==> config.mk <==
export PLATFORM = sky130hd
export DESIGN_NAME = memory_arbiter
export DESIGN_NICKNAME = d
export VERILOG_FILES = /design/src/hw/arbiter_pkg.sv /design/src/hw/memory_arbiter.sv
export SDC_FILE = /design/constraint.sdc
export NUM_CORES = 1
export LEC_CHECK = 0
export BUFFER_PORTS_ARGS = -buffer_cell sky130_fd_sc_hd__buf_2
export CORE_AREA = 3 3 182 184
export CTS_CLUSTER_SIZE = 16
export DETAILED_ROUTE_END_ITERATION = 16
export DIE_AREA = 0 0 185 187
export PLACE_DENSITY = 0.55
export SLEW_MARGIN = 5
export SYNTH_ARGS = -nofsm -noshare
export SYNTH_HDL_FRONTEND = slang
export SYNTH_SLANG_ARGS = --single-unit
==> constraint.sdc <==
create_clock -name CLK -period 7.3 [get_ports CLK]
set_clock_uncertainty 0.05 [all_clocks]
set_input_delay 1.46 -clock CLK [delete_from_list [all_inputs] [get_ports CLK]]
set_output_delay 1.46 -clock CLK [all_outputs]
set_load 0.05 [all_outputs]
==> src/hw/arbiter_pkg.sv <==
package arbiter_pkg;

  // bus widths
  localparam int unsigned ADDR_W = 32;
  localparam int unsigned WORD_W = 32;
  localparam int unsigned ROW_W  = 64;

  // scratchpad tile geometry with strides in bytes
  localparam int unsigned TILE_ROWS   = 4;
  localparam int unsigned ROW_STRIDE  = 8;
  localparam int unsigned WORD_STRIDE = 4;

  // ram model
  localparam int unsigned MEM_WORDS   = 256;
  localparam int unsigned RAM_LATENCY = 2;

  // derived widths
  localparam int unsigned ROW_IDX_W  = $clog2(TILE_ROWS);
  localparam int unsigned MEM_IDX_W  = $clog2(MEM_WORDS);
  localparam int unsigned BYTE_OFF_W = $clog2(WORD_STRIDE);
  localparam int unsigned LAT_CNT_W  = $clog2(RAM_LATENCY + 1);

  // status reported by the ram on every cycle
  typedef enum logic {
    BUSY   = 1'b0,
    ACCESS = 1'b1
  } ramstate_t;

endpackage

==> src/hw/memory_arbiter.sv <==
`timescale 1ns/10ps

module memory_arbiter (
  input  logic                               CLK,
  input  logic                               nRST,
  // data cache
  input  logic                               dREN,
  input  logic                               dWEN,
  input  logic [arbiter_pkg::ADDR_W-1:0]     daddr,
  input  logic [arbiter_pkg::WORD_W-1:0]     dstore,
  output logic [arbiter_pkg::WORD_W-1:0]     dload,
  output logic                               dwait,
  // instruction cache
  input  logic                               iREN,
  input  logic [arbiter_pkg::ADDR_W-1:0]     iaddr,
  output logic [arbiter_pkg::WORD_W-1:0]     iload,
  output logic                               iwait,
  // scratchpad load engine
  input  logic                               sLoad,
  input  logic [arbiter_pkg::ADDR_W-1:0]     load_addr,
  output logic [arbiter_pkg::ROW_W-1:0]      load_data,
  output logic [arbiter_pkg::ROW_IDX_W-1:0]  sLoad_row,
  output logic                               sLoad_hit,
  // scratchpad store engine
  input  logic                               sStore,
  input  logic [arbiter_pkg::ADDR_W-1:0]     store_addr,
  input  logic [arbiter_pkg::ROW_W-1:0]      store_data,
  output logic                               sStore_hit,
  // ram port
  output logic [arbiter_pkg::ADDR_W-1:0]     ramaddr,
  output logic [arbiter_pkg::WORD_W-1:0]     ramstore,
  output logic                               ramREN,
  output logic                               ramWEN,
  input  logic [arbiter_pkg::WORD_W-1:0]     ramload,
  input  arbiter_pkg::ramstate_t             ramstate
);
  import arbiter_pkg::*;

  typedef enum logic [2:0] {
    IDLE      = 3'd0,
    SP_LOAD1  = 3'd1,
    SP_LOAD2  = 3'd2,
    SP_STORE1 = 3'd3,
    SP_STORE2 = 3'd4,
    DCACHE    = 3'd5,
    ICACHE    = 3'd6
  } arb_state_t;

  arb_state_t state, next_state;

  logic [ROW_IDX_W-1:0] row_cnt, next_row_cnt;
  logic [ROW_IDX_W-1:0] row_out;
  logic [ROW_W-1:0]     load_buf;
  logic [ADDR_W-1:0]    row_addr;
  logic                 ram_access;
  logic                 data_req;
  logic                 last_row;

  assign ram_access = (ramstate == ACCESS);
  assign data_req   = dREN | dWEN;
  assign last_row   = (row_cnt == ROW_IDX_W'(TILE_ROWS - 1));

  // start of the current tile row
  assign row_addr = load_addr + ADDR_W'(row_cnt) * ADDR_W'(ROW_STRIDE);

  always_ff @(posedge CLK, negedge nRST) begin
    if (!nRST) begin
      state   <= IDLE;
      row_cnt <= '0;
    end else begin
      state   <= next_state;
      row_cnt <= next_row_cnt;
    end
  end

  // grant order is sp load, then sp store, dcache and icache
  always_comb begin
    next_state   = state;
    next_row_cnt = row_cnt;
    case (state)
      IDLE: begin
        if (sLoad) begin
          next_state   = SP_LOAD1;
          next_row_cnt = '0;
        end else if (sStore) begin
          next_state = SP_STORE1;
        end else if (data_req) begin
          next_state = DCACHE;
        end else if (iREN) begin
          next_state = ICACHE;
        end
      end
      SP_LOAD1: begin
        if (!sLoad) begin
          next_state = IDLE;
        end else if (ram_access) begin
          next_state = SP_LOAD2;
        end
      end
      SP_LOAD2: begin
        if (!sLoad) begin
          next_state = IDLE;
        end else if (ram_access) begin
          if (last_row) begin
            next_state   = IDLE;
            next_row_cnt = '0;
          end else begin
            next_state   = SP_LOAD1;
            next_row_cnt = row_cnt + 1'b1;
          end
        end
      end
      SP_STORE1: begin
        if (!sStore) begin
          next_state = IDLE;
        end else if (ram_access) begin
          next_state = SP_STORE2;
        end
      end
      SP_STORE2: begin
        if (!sStore || ram_access) begin
          next_state = IDLE;
        end
      end
      DCACHE: begin
        if (!data_req || ram_access) begin
          next_state = IDLE;
        end
      end
      ICACHE: begin
        // a data request cancels the fetch and wins the next grant
        if (!iREN || data_req || ram_access) begin
          next_state = IDLE;
        end
      end
      default: begin
        next_state = IDLE;
      end
    endcase
  end

  // ram port and client handshakes
  always_comb begin
    ramaddr    = '0;
    ramstore   = '0;
    ramREN     = 1'b0;
    ramWEN     = 1'b0;
    dwait      = 1'b1;
    dload      = '0;
    iwait      = 1'b1;
    iload      = '0;
    sStore_hit = 1'b0;
    case (state)
      SP_LOAD1: begin
        ramaddr = row_addr;
        ramREN  = sLoad;
      end
      SP_LOAD2: begin
        ramaddr = row_addr + ADDR_W'(WORD_STRIDE);
        ramREN  = sLoad;
      end
      SP_STORE1: begin
        ramaddr  = store_addr;
        ramstore = store_data[WORD_W-1:0];
        ramWEN   = sStore;
      end
      SP_STORE2: begin
        ramaddr    = store_addr + ADDR_W'(WORD_STRIDE);
        ramstore   = store_data[ROW_W-1:WORD_W];
        ramWEN     = sStore;
        sStore_hit = ram_access;
      end
      DCACHE: begin
        ramaddr  = daddr;
        ramstore = dstore;
        // write wins over read
        ramWEN   = dWEN;
        ramREN   = dREN & ~dWEN;
        dwait    = ~ram_access;
        dload    = ramload;
      end
      ICACHE: begin
        ramaddr = iaddr;
        ramREN  = iREN & ~data_req;
        iwait   = ~ram_access;
        iload   = ramload;
      end
      default: begin
      end
    endcase
  end

  // row buffer fills the low word first then the high word
  always_ff @(posedge CLK) begin
    if ((state == SP_LOAD1) && ram_access) begin
      load_buf[WORD_W-1:0] <= ramload;
    end else if ((state == SP_LOAD2) && ram_access) begin
      load_buf[ROW_W-1:WORD_W] <= ramload;
    end
  end

  // hit one cycle after the second word of a row
  always_ff @(posedge CLK, negedge nRST) begin
    if (!nRST) begin
      sLoad_hit <= 1'b0;
      row_out   <= '0;
    end else begin
      sLoad_hit <= (state == SP_LOAD2) && ram_access;
      if ((state == SP_LOAD2) && ram_access) begin
        row_out <= row_cnt;
      end
    end
  end

  assign load_data = load_buf;
  assign sLoad_row = row_out;

  a_one_request: assert property (@(posedge CLK) disable iff (!nRST)
    !(ramREN && ramWEN))
    else $error("memory_arbiter: read and write requested together");

  a_hit_pulse: assert property (@(posedge CLK) disable iff (!nRST)
    sLoad_hit |=> !sLoad_hit)
    else $error("memory_arbiter: sLoad_hit held for two cycles");

  // a dcache completion needs an ACCESS for a request placed on the ram port
  a_dwait_access: assert property (@(posedge CLK) disable iff (!nRST)
    !dwait |-> ((ramstate == ACCESS) && (ramREN || ramWEN)))
    else $error("memory_arbiter: dwait low without ram access");

endmodule

==> results of run 1 <==
[how the worst max path moves through the flow]
stage,slack (ns),end,startpoint
finish,0.72,ramaddr[24],load_addr[3]
global route,0.49,ramaddr[24],load_addr[3]
CTS,0.75,ramaddr[24],load_addr[3]
detailed placement,0.77,ramaddr[24],load_addr[3]
global placement,0.80,ramaddr[24],load_addr[3]
floorplan,1.04,ramaddr[19],load_addr[3]
[critical path, delay by kind of cell]
family        cells  cell delay [ns]
mux               1             0.26
simple gates      6             2.31
xor+xnor          1             0.24
buf+inv           2             0.35
fa+ha+maj         2             0.44
[state kept, by name, indices dropped and copies added, names as in the netlist]
name and flops:
load_data 64, state 3, sLoad_row 2, sLoad_hit 1, row_cnt 2
[final cells by class]
cell class              count  share of cell area [%]
diodes                      6                  0.1566
clock buffers              10                   2.387
clock inverters             6                  0.4566
inverters                   7                  0.2740
multi-input cells         623                   44.12
flip-flops and latches     72                   22.18
well taps                 402                   5.245
repair buffers            476                   25.18
[cell families (layout without fill, tap and decap cells)]
logic type               after synthesis  count (layout)  synth area share [%]
XOR/XNOR                              39              39                 5.141
AND/OR/NAND/NOR                      318             318                 26.29
other                                  0               6                     0
adder cells (fa/ha/maj)                5               5                 1.055
AO/OA/AOI/OAI                        205             205                 22.17
flip-flops                            72              72                 31.94
buffers and inverters                 75             499                 4.652
multiplexers                          56              56                 8.757
[report_power, final]
group	internal [uW]	leakage [uW]	switching (uW)	total, uW
clock network	231	0.000133	167	398
logic	666	0.00380	1990	2660
registers	536	0.000690	103	639
[cell usage after synthesis (all sizes together) (2+ instances only)]
cell type	number
a211o	2
a211oi	8
a21oi	33
a221oi	6
a222oi	13
a22o	17
a22oi	14
a31oi	10
a32o	2
and2	13
and3	71
and4	3
buf	15
clkbuf	53
dfrtp	8
edfxtp	64
ha	4
inv	7
mux2	7
mux2i	49
nand2	76
nand2b	7
nand3	29
nand4	13
nor2	51
nor2b	7
nor3	14
nor3b	6
nor4	13
o211a	3
o211ai	5
o21a	2
o21ai	59
o221ai	9
o31a	3
o31ai	9
or2	3
or3	4
or4	4
xnor2	18
xor2	21
[metal layers]
layer  up-vias  share of wire (%)
met5         -              0.069
li1       3796                  -
met4         4                1.8
met1      3789                 40
met2       411                 51
met3        45                7.4
[stage by stage]
stage | std cells | total power [uW] | setup slack [ns]
floorplan | 770 | 2569 | 1.036
global placement | 1580 | 3304 | 0.7953
detailed placement | 1580 | 3316 | 0.7683
CTS | 1596 | 3728 | 0.7470
global route | 1600 | 3902 | 0.4930
finish | 1602 | 3694 | 0.7157
[layout by cell type, fill, tap and decap left out, types with 9 or more instances in the layout]
cell type,netlist,final
a21oi_1,33,33
a222oi_1,13,13
a22o_1,17,17
a22oi_1,14,14
and2_1,12,11
and3_1,71,71
buf_2,4,463
buf_4,0,13
clkbuf_16,0,9
edfxtp_1,64,64
mux2i_1,48,48
nand2_1,76,76
nand3_1,27,27
nand4_1,10,10
nor2_1,51,50
nor3_1,13,13
nor4_1,10,10
o21ai_0,55,55
o221ai_1,9,9
xnor2_1,18,18
xor2_1,21,21
==> out/metrics.yaml, run 1 <==
outcome:
  outcome: "finished clean"
place:
  place_congestion: 0.8890
  place_hpwl_mm: 27.03
  place_area_um2: 9303
  io_buffers: 463
timing:
  setup_violations: 0
  final.min_clock_period_ns: 6.584
  worst_slew_pin_slew_ns: 1.089
  finalSetupTns_ns: 0
  whs_ns: 0.4535
  finalCritPeriodShare_pct: 90.20
  fmax_ghz: 0.1519
  hold_violations: 0
  drv_slew: 0
  rsz0062_at_grt: "false"
  relSlewSlack_pct: 27.42
grt:
  grt_max_degree: 58
  grt-ovfl-total: 0
  grtUsageTotal_pct: 18.13
  grt_use_met3_pct: 3.753
  antenna_found_initial: 9
  use_met2_pct: 32.42
  grt_pass1_wl_mm: 47.93
  grtUsageMet1_pct: 21.98
  top_usage_layer: "met2"
  grt_pass1_vias: 7768
die:
  io_pins: 464
  die_y_um: 187
  rows: 65
  start_util_pct: 21.05
  core_area_um2: 31560
  die_area_um2: 34600
  die_w_um: 185
clock_network:
  cts.sinks: 72
  clock_path_buffers: 2
  clk_latency_ns: 0.33
  ctsResizeCount: 0
  path_clk_slew_ns: 0.06
  cts_tree: "yes"
  holdBufCountCts: 0
  htreeDepth: 3
  numCtsBuffers: 9
  ctsRootBufferMaster: "clkbuf_16"
  cts_setup_buffers: 0
synth:
  synth_seq_cells: 72
  synth_cell_types: 75
  synth_top_area_share_pct: 28.93
  yosysSeqAreaShare_pct: 31.94
  synth.net_count: 1039
  mappedNetlistArea_um2: 6644
  async_flop_share_pct: 11.11
  synthTopCellsByArea: "edfxtp_1 29%, mux2i_1 7.2%, and3_1 6.7%, nand2_1 4.3%, o21ai_0 4.1%"
  yosysWarnings: 0
  netlist_instances: 770
  syn_area_per_cell_um2: 8.628
  yosys.area.top_type: "edfxtp_1"
  ys.flop_type: "edfxtp_1"
  synth_edf_count: 64
route:
  wl_per_cell_um: 20.83
  final_antenna_net_count: 0
  finalWirelength_mm: 33.37
  drtIter0Drc: 529
  vias_per_cell: 5.022
  first_pass_iters: 6
  drc_errors: 0
  vias: 8045
critical_path:
  cp_common_cell: "buf_2"
  critical_path.endpoint_type: "primary output"
  r2r-start: "state[0]"
  crit_chain: "buf_2 -> ha_1 -> fa_1 -> nand4_2 -> nor4_1 -> xor2_1 -> mux2i_1 -> nor4_4 -> nand3_2 -> or4b_1 -> nand3_1 -> buf_2"
  path_class: "in2out"
  cp_slowest_cell: "nor4_4"
  required_ns: 5.79
  crit_path_start_kind: "primary input"
  cp_max_fo: 13
  critPathMaxStageDelay_ns: 0.59
  crit_arrival_ns: 5.07
  r2r_end: "state[1]"
  reg2reg_slack_ns: 4.02
  r2r_cells: 7
power:
  p_per_area_nw_per_um2: 385.2
  p_leak_uw: 0.004620
  ir_worst_vdd_mv: 0.2071
hold_path:
  hold_depth: 1
  hp-class: "reg2reg"
  min_to: "sLoad_row[0]"
  hp-start: "sLoad_row[0]"
finish:
  multiInputGateArea_um2: 4232
  seqCellArea_um2: 2127
  final_core_util_pct: 30.39
  fin_area_um2: 9590
  layout-drive-gt1-share_pct: 44.30
  fillerInstances: 3451
  area_growth_pct: 44.35
  final_nets: 1458
run:
  maxCapViolCount: 0
Note: power is estimated with default switching activity, not from simulation.
==> run 2: changes to the inputs <==
==> constraint.sdc (replaced) <==
create_clock -name CLK -period 7.3 [get_ports CLK]
set_clock_uncertainty 0.05 [all_clocks]
set_input_delay 0.73 -clock CLK [delete_from_list [all_inputs] [get_ports CLK]]
set_output_delay 0.73 -clock CLK [all_outputs]
set_load 0.05 [all_outputs]
==> out/metrics.yaml, run 2 (synthesis gave the netlist of run 1 again) <==
power:
  power.switching_uw: 2266
  p_int_uw: 1434
  p_seq_share_pct: 16.9
  clockPowerShare_pct: 11.2
  p_per_area_nw_per_um2: 385.9
  power_frac_comb_pct: 71.9
  p_leak_uw: 0.004614
  ir_worst_vdd_mv: 0.1893
  p_sw_share_pct: 61.24
critical_path:
  r2r-start: "state[0]"
  crit_arrival_ns: 4.83
  cp_max_fo: 66
  required_ns: 6.52
  r2r_cells: 7
  reg2reg_slack_ns: 4.03
  critical_path.endpoint_type: "primary output"
  crit_path_start_kind: "register"
  path_class: "reg2out"
  critPathLaunch: "state[0]"
  endpoint: "ramaddr[24]"
  r2r_end: "state[1]"
clock_network:
  ctsResizeCount: 0
  cts_setup_buffers: 0
  numCtsBuffers: 9
  holdBufCountCts: 0
  cts_tree: "yes"
  clock_path_buffers: 2
  clk_latency_ns: 0.33
  ctsRootBufferMaster: "clkbuf_16"
  cts.sinks: 72
  path_clk_slew_ns: 0.06
  htreeDepth: 3
finish:
  area_growth_pct: 44.35
  layout.cells.most_common: "buf_2"
  largest_reg_flops: 64
  fillerInstances: 3436
  layout_common_cells: "463 x buf_2, 76 x nand2_1, 71 x and3_1"
  final_nets: 1457
  layout-drive-gt1-share_pct: 44.34
  multiInputGateArea_um2: 4232
  seqCellArea_um2: 2127
run:
  maxCapViolCount: 0
grt:
  grt_pass1_vias: 7685
  grt_pass1_wl_mm: 47.60
  antenna_found_initial: 8
  grtUsageTotal_pct: 17.90
  grt-ovfl-total: 0
  grt_max_degree: 67
die:
  start_util_pct: 21.05
  die_y_um: 187
  die_area_um2: 34600
  io_pins: 464
  die_w_um: 185
  core_area_um2: 31560
  rows: 65
timing:
  finalCritPeriodShare_pct: 76.82
  hold_violations: 0
  rsz0062_at_grt: "false"
  relSlewSlack_pct: 29.98
  final.min_clock_period_ns: 5.608
  fmax_ghz: 0.1783
  setup_violations: 0
  drv_slew: 0
  setup_ws_ns: 1.692
  worst_slew_pin_slew_ns: 1.050
  whs_ns: 0.1738
  finalSetupTns_ns: 0
hold_path:
  hp-class: "in2async"
route:
  drtIter0Drc: 566
  wl_per_cell_um: 20.54
  vias: 8071
  final_antenna_net_count: 0
  vias_per_cell: 5.048
  drc_errors: 0
  first_pass_iters: 8
  finalWirelength_mm: 32.84
place:
  place_congestion: 0.8699
  place_hpwl_mm: 26.75
  dpl_worst_slack_ns: 2.160
  io_buffers: 463
outcome:
  outcome: "finished clean"
-- run 2: cell count changes in the layout (fill, tap and decap cells not counted), sizes merged --
cell	change
clkinvlp	+2
buf	-1
diode	-2
clkinv	-4
clkbuf	-1
inv	+3
-- run 2: how the worst min path moves through the flow --
| stage | endpoint | from |
|---|---|---|
| floorplan | row_cnt[0] | nRST |
| global placement | sLoad_row[1] | sLoad_row[1] |
| detailed placement | sLoad_row[0] | sLoad_row[0] |
| CTS | sLoad_hit | nRST |
| global route | sLoad_hit | nRST |
| finish | sLoad_hit | nRST |
-- run 2: worst max-delay path, cell delays in order, from the launching register on --
cell     delay [ns]
dfrtp_4        0.88
or3b_1         0.76
nand2_1        0.11
nand2_1        0.13
ha_1           0.19
nor3b_1        0.47
o21ai_1        0.34
nor4_4         0.41
nand3_2        0.25
or4b_1         0.56
nand3_1        0.09
buf_2          0.28
-- run 2: layer usage --
layer / vias up / track usage (%) / wire [um]
li1: 3792 / - / -
met1: 3820 / 22.33 / 13420
met2: 419 / 32.08 / 16470
met3: 36 / 2.975 / 2256
met4: 4 / 4.040 / 655
met5: - / 0 / 34
-- run 2: area by class of cell --
cell class,instances,share of cell area [%]
Multi-Input combinational cell,623,44.12
Timing Repair Buffer,475,25.10
Tap cell,402,5.245
Clock inverter,7,0.6262
Inverter,7,0.2740
Antenna cell,4,0.1044
Clock buffer,9,2.348
Sequential cell,72,22.18
-- run 2: metrics by stage --
stage	cell area, um2	power [uW]	instances	util [%]
CTS	9580	3738	1595	30.36
floorplan	6644	2569	770	-
global placement	9295	3303	1579	29.46
detailed placement	9295	3307	1579	29.46
finish	9590	3701	1599	30.39
global route	9588	3906	1598	30.38
-- run 2: power by group through the flow --
| stage | Combinational (uW) | Sequential, uW | Clock (uW) |
|---|---|---|---|
| after floorplan | 1810 | 760 | 0 |
| after global placement | 2670 | 632 | 0 |
| after detailed placement | 2670 | 633 | 0 |
| after CTS | 2680 | 625 | 430 |
| after global routing | 2820 | 638 | 449 |
| final | 2660 | 624 | 416 |
